[config.mk]
export PLATFORM = sky130hd
export DESIGN_NAME = snoop_req_arbiter
export DESIGN_NICKNAME = d
export VERILOG_FILES = /design/src/source/snoop_arb_pkg.sv /design/src/source/coq_write_if.sv /design/src/source/snoop_req_arbiter.sv /design/src/source/resp_order_select.sv /design/src/source/coq_entry.sv /design/src/source/coq_alloc.sv /design/src/source/ac_classify.sv
export SDC_FILE = /design/constraint.sdc
export NUM_CORES = 1
export LEC_CHECK = 0
export BUFFER_PORTS_ARGS = -buffer_cell sky130_fd_sc_hd__clkbuf_2
export CORE_MARGIN = 4
export CORE_UTILIZATION = 40
export DETAILED_ROUTE_END_ITERATION = 12
export GPL_TIMING_DRIVEN = 0
export PLACE_DENSITY = 0.71
export SYNTH_ARGS = -nofsm -noshare
export SYNTH_HDL_FRONTEND = slang
export SYNTH_SLANG_ARGS = --single-unit
[constraint.sdc]
create_clock -name snpcrtclk -period 5.1 [get_ports snpcrtclk]
set_input_delay 0.255 -clock snpcrtclk [delete_from_list [all_inputs] [get_ports snpcrtclk]]
set_output_delay 0.255 -clock snpcrtclk [all_outputs]
set_load 0.01 [all_outputs]
[src/source/snoop_arb_pkg.sv]
package snoop_arb_pkg;

  // ========================================
  // ac channel field widths
  // ========================================
  parameter int pa_width   = 40;
  parameter int snoop_w    = 4;
  parameter int prot_w     = 3;

  // ctcq entry field widths
  parameter int ctc_type_w = 6;
  parameter int asid_va_w  = 24;
  parameter int va_pa_w    = 36;

  // snoop code reserved for cache/tlb maintenance
  parameter logic [snoop_w-1:0] ctc_snoop_code = 4'b1111;

  // ========================================
  // ac address word, two decodes
  // ========================================
  // first_tr is the first transaction of a ctc request
  // second_tr only follows when first_tr.second_trans is set
  typedef union packed {
    struct packed {
      logic [asid_va_w-1:0] asid_va;
      logic                 rsvd_15;
      logic [2:0]           type_hi;
      logic [4:0]           rsvd_11_7;
      logic [1:0]           type_mid;
      logic [3:0]           rsvd_4_1;
      logic                 second_trans;
    } first_tr;
    struct packed {
      logic [va_pa_w-1:0]   va_pa;
      logic [3:0]           rsvd_3_0;
    } second_tr;
  } ac_addr_u;

endpackage
[src/source/coq_write_if.sv]
`timescale 1ns/1ps

interface coq_write_if #(
  parameter int coq_depth = 18
);

  localparam int ptr_w = $clog2(coq_depth);

  // create side, one slot per accepted ac request
  logic             create_en;
  // 0 for snq, 1 for ctcq
  logic             create_src;
  logic [ptr_w-1:0] create_ptr;

  // pop side, one slot per accepted cr response
  logic             pop_en;
  logic [ptr_w-1:0] pop_ptr;

  modport alloc (
    output create_en, create_src, create_ptr, pop_en, pop_ptr
  );

  modport entry (
    input create_en, create_src, create_ptr, pop_en, pop_ptr
  );

endinterface

[src/source/snoop_req_arbiter.sv]
`timescale 1ns/1ps

module snoop_req_arbiter
  import snoop_arb_pkg::*;
#(
  parameter int coq_depth = 18,
  parameter int idx_depth = 6
) (
  input  logic                  snpcrtclk,
  input  logic                  cpurst_b,
  // ac request channel
  input  logic                  ac_req,
  input  logic [pa_width-1:0]   ac_addr,
  input  logic [snoop_w-1:0]    ac_snoop,
  input  logic [prot_w-1:0]     ac_prot,
  output logic                  ac_ready,
  // queue conditions
  input  logic                  icc_snq_create_permit,
  input  logic                  lm_snq_stall,
  input  logic                  cur_snq_entry_empty,
  input  logic                  cur_ctcq_entry_empty,
  // cr response side
  input  logic                  cr_resp_acept,
  input  logic                  snq_cr_valid,
  input  logic                  ctcq_cr_valid,
  input  logic                  ctcq_2_cmplt,
  // create enables and entry fields
  output logic                  snoop_req_create_en,
  output logic                  ctc_req_create_en,
  output logic [pa_width-1:0]   snq_snoop_addr,
  output logic [snoop_w-1:0]    snq_snoop_type,
  output logic [prot_w-1:0]     snq_snoop_prot,
  output logic [ctc_type_w-1:0] ctc_type,
  output logic [asid_va_w-1:0]  ctc_asid_va,
  output logic                  ctc_2nd_trans,
  output logic [va_pa_w-1:0]    ctc_va_pa,
  // oldest entries for response return
  output logic [idx_depth-1:0]  snq_oldest_index,
  output logic [idx_depth-1:0]  ctcq_oldest_index
);

  ac_addr_u             ac_addr_dec;
  logic [coq_depth-1:0] slot_vld;
  logic [coq_depth-1:0] slot_src;

  assign ac_addr_dec = ac_addr;

  coq_write_if #(.coq_depth(coq_depth)) coq_wr ();

  // ========================================
  // classify and build entry fields
  // ========================================
  ac_classify u_ac_classify (
    .ac_req                (ac_req),
    .ac_addr               (ac_addr_dec),
    .ac_snoop              (ac_snoop),
    .ac_prot               (ac_prot),
    .icc_snq_create_permit (icc_snq_create_permit),
    .lm_snq_stall          (lm_snq_stall),
    .cur_snq_entry_empty   (cur_snq_entry_empty),
    .cur_ctcq_entry_empty  (cur_ctcq_entry_empty),
    .ac_ready              (ac_ready),
    .snoop_req_create_en   (snoop_req_create_en),
    .ctc_req_create_en     (ctc_req_create_en),
    .snq_snoop_addr        (snq_snoop_addr),
    .snq_snoop_type        (snq_snoop_type),
    .snq_snoop_prot        (snq_snoop_prot),
    .ctc_type              (ctc_type),
    .ctc_asid_va           (ctc_asid_va),
    .ctc_2nd_trans         (ctc_2nd_trans),
    .ctc_va_pa             (ctc_va_pa)
  );

  // ========================================
  // create order queue
  // ========================================
  coq_alloc #(.coq_depth(coq_depth), .idx_depth(idx_depth)) u_coq_alloc (
    .snpcrtclk           (snpcrtclk),
    .cpurst_b            (cpurst_b),
    .snoop_req_create_en (snoop_req_create_en),
    .ctc_req_create_en   (ctc_req_create_en),
    .cr_resp_acept       (cr_resp_acept),
    .wr                  (coq_wr.alloc)
  );

  // one slot per create order position
  for (genvar g = 0; g < coq_depth; g++)
  begin : g_slot
    coq_entry #(.coq_depth(coq_depth), .slot_idx(g)) u_coq_entry (
      .snpcrtclk (snpcrtclk),
      .cpurst_b  (cpurst_b),
      .wr        (coq_wr.entry),
      .slot_vld  (slot_vld[g]),
      .slot_src  (slot_src[g])
    );
  end

  // head slot picks snq or ctcq oldest
  resp_order_select #(.coq_depth(coq_depth), .idx_depth(idx_depth)) u_resp_order_select (
    .snpcrtclk         (snpcrtclk),
    .cpurst_b          (cpurst_b),
    .cr_resp_acept     (cr_resp_acept),
    .snq_cr_valid      (snq_cr_valid),
    .ctcq_cr_valid     (ctcq_cr_valid),
    .ctcq_2_cmplt      (ctcq_2_cmplt),
    .pop_ptr           (coq_wr.pop_ptr),
    .slot_vld          (slot_vld),
    .slot_src          (slot_src),
    .snq_oldest_index  (snq_oldest_index),
    .ctcq_oldest_index (ctcq_oldest_index)
  );

endmodule

[src/source/resp_order_select.sv]
`timescale 1ns/1ps

module resp_order_select #(
  parameter int coq_depth = 18,
  parameter int idx_depth = 6
) (
  input  logic                          snpcrtclk,
  input  logic                          cpurst_b,
  input  logic                          cr_resp_acept,
  input  logic                          snq_cr_valid,
  input  logic                          ctcq_cr_valid,
  input  logic                          ctcq_2_cmplt,
  input  logic [$clog2(coq_depth)-1:0]  pop_ptr,
  input  logic [coq_depth-1:0]          slot_vld,
  input  logic [coq_depth-1:0]          slot_src,
  output logic [idx_depth-1:0]          snq_oldest_index,
  output logic [idx_depth-1:0]          ctcq_oldest_index
);

  logic [idx_depth-1:0] snq_idx;
  logic [idx_depth-1:0] ctcq_idx;
  logic                 head_vld;
  logic                 head_src;

  // ========================================
  // rotating oldest indexes
  // ========================================
  // snq advances on every snq response
  always_ff @(posedge snpcrtclk or negedge cpurst_b)
  begin
    if (!cpurst_b)
      snq_idx <= idx_depth'(1);
    else if (cr_resp_acept && snq_cr_valid)
      snq_idx <= {snq_idx[idx_depth-2:0], snq_idx[idx_depth-1]};
  end

  // ctcq holds while the second transaction is outstanding
  always_ff @(posedge snpcrtclk or negedge cpurst_b)
  begin
    if (!cpurst_b)
      ctcq_idx <= idx_depth'(1);
    else if (cr_resp_acept && ctcq_cr_valid && !ctcq_2_cmplt)
      ctcq_idx <= {ctcq_idx[idx_depth-2:0], ctcq_idx[idx_depth-1]};
  end

  // ========================================
  // oldest entry for response return
  // ========================================
  // head of the create order queue
  assign head_vld = slot_vld[pop_ptr];
  assign head_src = slot_src[pop_ptr];

  // only the queue that owns the head shows an index
  assign snq_oldest_index  = snq_idx & {idx_depth{head_vld && !head_src}};
  assign ctcq_oldest_index = ctcq_idx & {idx_depth{head_vld && head_src}};

  a_idx_onehot: assert property (@(posedge snpcrtclk) disable iff (!cpurst_b)
    $onehot(snq_idx) && $onehot(ctcq_idx));

endmodule

[src/source/coq_entry.sv]
`timescale 1ns/1ps

module coq_entry #(
  parameter int coq_depth = 18,
  parameter int slot_idx  = 0
) (
  input  logic        snpcrtclk,
  input  logic        cpurst_b,
  coq_write_if.entry  wr,
  output logic        slot_vld,
  output logic        slot_src
);

  localparam int ptr_w = $clog2(coq_depth);

  logic hit_create;
  logic hit_pop;

  // this slot addressed by either pointer
  assign hit_create = wr.create_en && (wr.create_ptr == ptr_w'(slot_idx));
  assign hit_pop    = wr.pop_en && (wr.pop_ptr == ptr_w'(slot_idx));

  // ========================================
  // slot state
  // ========================================
  always_ff @(posedge snpcrtclk or negedge cpurst_b)
  begin
    if (!cpurst_b)
      slot_vld <= 1'b0;
    else if (hit_create)
      slot_vld <= 1'b1;
    else if (hit_pop)
      slot_vld <= 1'b0;
  end

  // snq or ctcq source of the slot
  always_ff @(posedge snpcrtclk)
  begin
    if (hit_create)
      slot_src <= wr.create_src;
  end

  // create must land in a free slot
  a_no_overflow: assert property (@(posedge snpcrtclk) disable iff (!cpurst_b)
    hit_create |-> !slot_vld);

  // a response must have a recorded create
  a_no_underflow: assert property (@(posedge snpcrtclk) disable iff (!cpurst_b)
    hit_pop |-> slot_vld);

endmodule

[src/source/coq_alloc.sv]
`timescale 1ns/1ps

module coq_alloc #(
  parameter int coq_depth = 18,
  parameter int idx_depth = 6
) (
  input  logic        snpcrtclk,
  input  logic        cpurst_b,
  input  logic        snoop_req_create_en,
  input  logic        ctc_req_create_en,
  input  logic        cr_resp_acept,
  coq_write_if.alloc  wr
);

  localparam int ptr_w = $clog2(coq_depth);
  localparam logic [ptr_w-1:0] ptr_max = ptr_w'(coq_depth - 1);

  logic             create_fire;
  logic [ptr_w-1:0] create_ptr;
  logic [ptr_w-1:0] pop_ptr;

  assign create_fire = snoop_req_create_en || ctc_req_create_en;

  // ========================================
  // create pointer
  // ========================================
  always_ff @(posedge snpcrtclk or negedge cpurst_b)
  begin
    if (!cpurst_b)
      create_ptr <= '0;
    else if (create_fire)
    begin
      // wrap after last slot
      if (create_ptr == ptr_max)
        create_ptr <= '0;
      else
        create_ptr <= create_ptr + 1'b1;
    end
  end

  // ========================================
  // pop pointer
  // ========================================
  always_ff @(posedge snpcrtclk or negedge cpurst_b)
  begin
    if (!cpurst_b)
      pop_ptr <= '0;
    else if (cr_resp_acept)
    begin
      if (pop_ptr == ptr_max)
        pop_ptr <= '0;
      else
        pop_ptr <= pop_ptr + 1'b1;
    end
  end

  // events out to every slot
  assign wr.create_en  = create_fire;
  assign wr.create_src = ctc_req_create_en;
  assign wr.create_ptr = create_ptr;
  assign wr.pop_en     = cr_resp_acept;
  assign wr.pop_ptr    = pop_ptr;

  // room for a full snq plus two transactions per ctcq entry
  a_depth_rule: assert property (@(posedge snpcrtclk)
    coq_depth >= 3 * idx_depth);

  a_ptr_range: assert property (@(posedge snpcrtclk) disable iff (!cpurst_b)
    (create_ptr < coq_depth) && (pop_ptr < coq_depth));

endmodule

[src/source/ac_classify.sv]
`timescale 1ns/1ps

module ac_classify
  import snoop_arb_pkg::*;
(
  input  logic                  ac_req,
  input  ac_addr_u              ac_addr,
  input  logic [snoop_w-1:0]    ac_snoop,
  input  logic [prot_w-1:0]     ac_prot,
  input  logic                  icc_snq_create_permit,
  input  logic                  lm_snq_stall,
  input  logic                  cur_snq_entry_empty,
  input  logic                  cur_ctcq_entry_empty,
  output logic                  ac_ready,
  output logic                  snoop_req_create_en,
  output logic                  ctc_req_create_en,
  output logic [pa_width-1:0]   snq_snoop_addr,
  output logic [snoop_w-1:0]    snq_snoop_type,
  output logic [prot_w-1:0]     snq_snoop_prot,
  output logic [ctc_type_w-1:0] ctc_type,
  output logic [asid_va_w-1:0]  ctc_asid_va,
  output logic                  ctc_2nd_trans,
  output logic [va_pa_w-1:0]    ctc_va_pa
);

  logic snp_req;
  logic ctc_req;
  logic dest_empty;

  // ========================================
  // request split into snoop or ctc
  // ========================================
  // all ones snoop code goes to ctcq
  assign ctc_req = ac_req && (ac_snoop == ctc_snoop_code);
  assign snp_req = ac_req && !ctc_req;

  // empty flag of the queue this request targets
  assign dest_empty = (snp_req && cur_snq_entry_empty)
                   || (ctc_req && cur_ctcq_entry_empty);

  // stall and permit hold off both queues alike
  assign ac_ready = dest_empty
                 && !lm_snq_stall
                 && icc_snq_create_permit;

  // create only on the handshake cycle
  assign snoop_req_create_en = snp_req && ac_ready;
  assign ctc_req_create_en   = ctc_req && ac_ready;

  // ========================================
  // snq entry fields
  // ========================================
  // straight from the ac channel
  assign snq_snoop_addr = ac_addr;
  assign snq_snoop_type = ac_snoop;
  assign snq_snoop_prot = ac_prot;

  // ========================================
  // ctcq entry fields
  // ========================================
  // type bits 14:12, 6:5 and 0 of first transaction
  assign ctc_type = {ac_addr.first_tr.type_hi,
                     ac_addr.first_tr.type_mid,
                     ac_addr.first_tr.second_trans};

  // asid for tlbi, va for ici
  assign ctc_asid_va = ac_addr.first_tr.asid_va;

  // second transaction still to come
  assign ctc_2nd_trans = ac_addr.first_tr.second_trans;

  // va for tlbi or pa for ici from the second transaction
  assign ctc_va_pa = ac_addr.second_tr.va_pa;

endmodule

==> metrics.md <==
| Metric | Value |
|---|---|
| Status | complete, no violations |
| Worst endpoint required time | 4.85 ns |
| Worst path arrival time | 2.50 ns |
| WL per Instance | 12.62 um |
| Synth top area share | 0.2502 |
| CTS Root Cell | clkbuf_8 |
| Reg power frac | 0.353 |
| Seq cells post-synth | 58 |
| Pre-CTS setup slack | 2.640 ns |
| Die ar. | 11,130 um^2 |
| Clk sinks | 58 |
| Initial antenna violation count | 0 |
| Layout net count | 606 |
| Cells after Synth | 384 |
| Clk pwr share | 0.255 |
| Min Hold Slack | slightly above 0.09 ns |
| Synth-to-Final Area Change | 28.44% |
| Sequential fraction of the synthesis area | 0.4062 |
| RSZ-0062 raised after global routing | false |
| Syn nets | 452 |
| Setup TNS | 0 ns |
| Rel. slew slack | 0.2808 |
| Total GRT Usage | 0.1506 |
| Initial Util | 0.4114 |
| Post-CTS Setup Inserts | 0 |
| Synth Warn # | 0 |
| Slew Viols, Final | 0 |
| Fmax | 0.3636 GHz |
| H-tree levels | 3 |
| Pint | 0.001069 W |
| Synth unique cells | 44 |
| ANT cells | 0 |
| Vias per Instance | 4.637 |
| Setup violations, final | 0 |
| CTS tree | built |
| GPL Wtd Cong | between 0.8 and 0.9 |
| Busiest layer in global routing | met2 |
| Global-route wire length before repair | 13,830 um |
| Switching power | 0.0006044 W |
| Synth area leaders | dfrtp_1 (25%), buf_4 (23%), edfxtp_1 (14%), o21ai_0 (4.9%), mux2_2 (4.7%) |
| Met1 usage | 0.1790 |
| Top-level port count | around 190 |
| Layout cell share with drive strength beyond 1 | 0.5599 |
| DRT Pass-1 Iters | 4 |
| Met2 usage | 0.2728 |
| Syn_area_per_cell | 9.899 um^2 |
| Switching Share | 0.3611 |
| Comb power frac | 0.392 |
| Leading area contributor after synthesis | dfrtp_1 |
| Final WS setup | 2.349 ns |
| # DRC | 0 |
| Leakage | roughly 2.5 nW |
| Final HPWL DP | roughly 6600 um |
| Endpoints failing hold | 0 |
| Clk pin slew, worst setup/hold paths | around 0.07 ns |
| R2R setup slack | 3.27 ns |
| Clock Latency Late Sink | between 0.3 and 0.4 ns |
| Mapped Area | ~3800 um^2 |
| Hold Crit Class | primary input to asynchronous set/reset pin |
| Kind of end point of the critical path | output pin |
| Placeable Area | roughly 9200 um^2 |
| Worst Setup Start Kind | flop |
| Buffers added on ports | 143 |
| Worst-case clock buffer depth | 2 |
| CTS Hold Bufs | 0 |
| PD cells | around 340 nW/um^2 |
| Ys flop type | dfrtp_1 |
| Commonest cells after routing, fill and taps aside | clkbuf_2 (143), buf_4 (115), dfrtp_1 (38) |
| Cts bufs inserted | 9 |
| Die Ht | about 110 um |
| Vias | 3,116 |
| Routed Antenna Nets | 0 |
| Asr flop ratio synth | 0.6897 |
| DR iter-0 viols | 155 |
| Worst Max-Slew Pin Slew | between 1 and 1.5 ns |
| Post-Route Skew | 0.006587 ns |
| Max-cap viol count | 0 |
| GR met3 Demand/Resource | 0.04225 |
| Worst vdd ir | 0.1654 mV |
| Die Span X | 105.5 um |
| Row cnt | 35 |
| CP Max Fanout | 9 |
| Critical path class | flop to output pin |
| Largest net degree at the start of global routing | 41 |
| Commonest non-fill, non-tap cell in the layout | clkbuf_2 |
| Post-CTS resize count | 0 |
| Final min period | 2.751 ns |
| Final period util | 0.5393 |
| EDFF count, synth | 18 |
| Final wirelength | about 8500 um |
| Vias in the first global route | 3,050 |
| Total congestion overflow | 0 |
[power by group through the flow]
stage	sequential, W	combinational, W	clock [W]
floorplan	0.000586	0.000479	0
detailed placement	0.000600	0.000649	0
global placement	0.000597	0.000638	0
global route	0.000601	0.000727	0.000457
finish	0.000591	0.000656	0.000427
CTS	0.000591	0.000654	0.000438
[worst paths after layout]
path / startpoint / endpoint / cells after the start
setup / recovery: u_coq_alloc.wr.pop_ptr[0] / snq_oldest_index[2] / 7
hold / removal: cpurst_b / u_resp_order_select.snq_idx[3] / 1
setup reg to reg: u_coq_alloc.wr.pop_ptr[2] / u_coq_alloc.wr.pop_ptr[4] / 6
hold reg to reg: g_slot[17].u_coq_entry.slot_vld / g_slot[17].u_coq_entry.slot_vld / 1
max in group asynchronous: cpurst_b / u_coq_alloc.wr.create_ptr[3] / 1
min in group snpcrtclk: lm_snq_stall / u_coq_alloc.wr.create_ptr[0] / 4
[per-layer routing]
| metal | share of wire | up-vias |
|---|---|---|
| met4 | 0 | 0 |
| met2 | 0.51 | 144 |
| li1 | - | 1517 |
| met5 | 0 | - |
| met1 | 0.39 | 1455 |
| met3 | 0.094 | 0 |
[cell usage after synthesis (2+ instances only)]
master,instances
o22ai_1,2
inv_1,8
a21o_1,3
nand4_1,5
nor2b_1,3
a31oi_1,2
nor2_1,21
dfstp_2,2
edfxtp_1,18
mux2_2,16
nand2_1,28
mux4_2,2
and2_1,9
buf_4,115
nor3_1,9
xnor2_1,2
nand3_1,6
ha_1,10
nand3b_1,5
or3_1,3
mux2i_1,11
clkbuf_1,3
a211oi_1,2
and3_1,2
o21ai_0,37
dfrtp_1,38
nand2b_1,3
buf_2,3
[worst max-delay path, cell delays in order (launching register included)]
cell	delay (ns)
dfrtp_1	0.40
buf_4	0.18
inv_1	0.21
mux4_2	0.57
or3_1	0.33
o311a_2	0.16
and2_1	0.18
clkbuf_2	0.12
[final cells by class]
type	instances	area [um^2]
buffer	124	924.6
clock buffer	11	151.4
clock inverter	5	52.55
fill	842	4358
inverter	8	30.03
multi-input combinational	194	1303
sequential	58	1544
tap	129	161.4
timing repair buffer	143	715.7
[through the flow]
stage | instance area (um^2) | power, W | util | cells
floorplan | 3801 | 0.001065 | - | 384
global placement | 4678 | 0.001235 | 0.5063 | 656
detailed placement | 4678 | 0.001249 | 0.5063 | 656
CTS | 4882 | 0.001683 | 0.5284 | 672
global route | 4882 | 0.001785 | 0.5284 | 672
finish | 4882 | 0.001674 | 0.5284 | 672
[state kept, by name, summed over array words and instances, names as in the netlist]
name and flops:
u_coq_alloc.wr.pop_ptr 5, u_resp_order_select.ctcq_idx 6, u_resp_order_select.snq_idx 6, u_coq_alloc.wr.create_ptr 5, g_slot.u_coq_entry.slot_vld 18, g_slot.u_coq_entry.slot_src 18
[kinds of logic after synthesis]
| kind of cell | count (synthesis) | share of synthesized area |
|---|---|---|
| adder cells (fa/ha/maj) | 10 | 0.03292 |
| multiplexers | 29 | 0.08822 |
| AND/OR/NAND/NOR | 98 | 0.1264 |
| AO/OA/AOI/OAI | 55 | 0.09052 |
| flip-flops | 58 | 0.4062 |
| XOR/XNOR | 2 | 0.004609 |
| buffers and inverters | 132 | 0.2512 |
No activity file was read; power rests on OpenSTA's default activity.
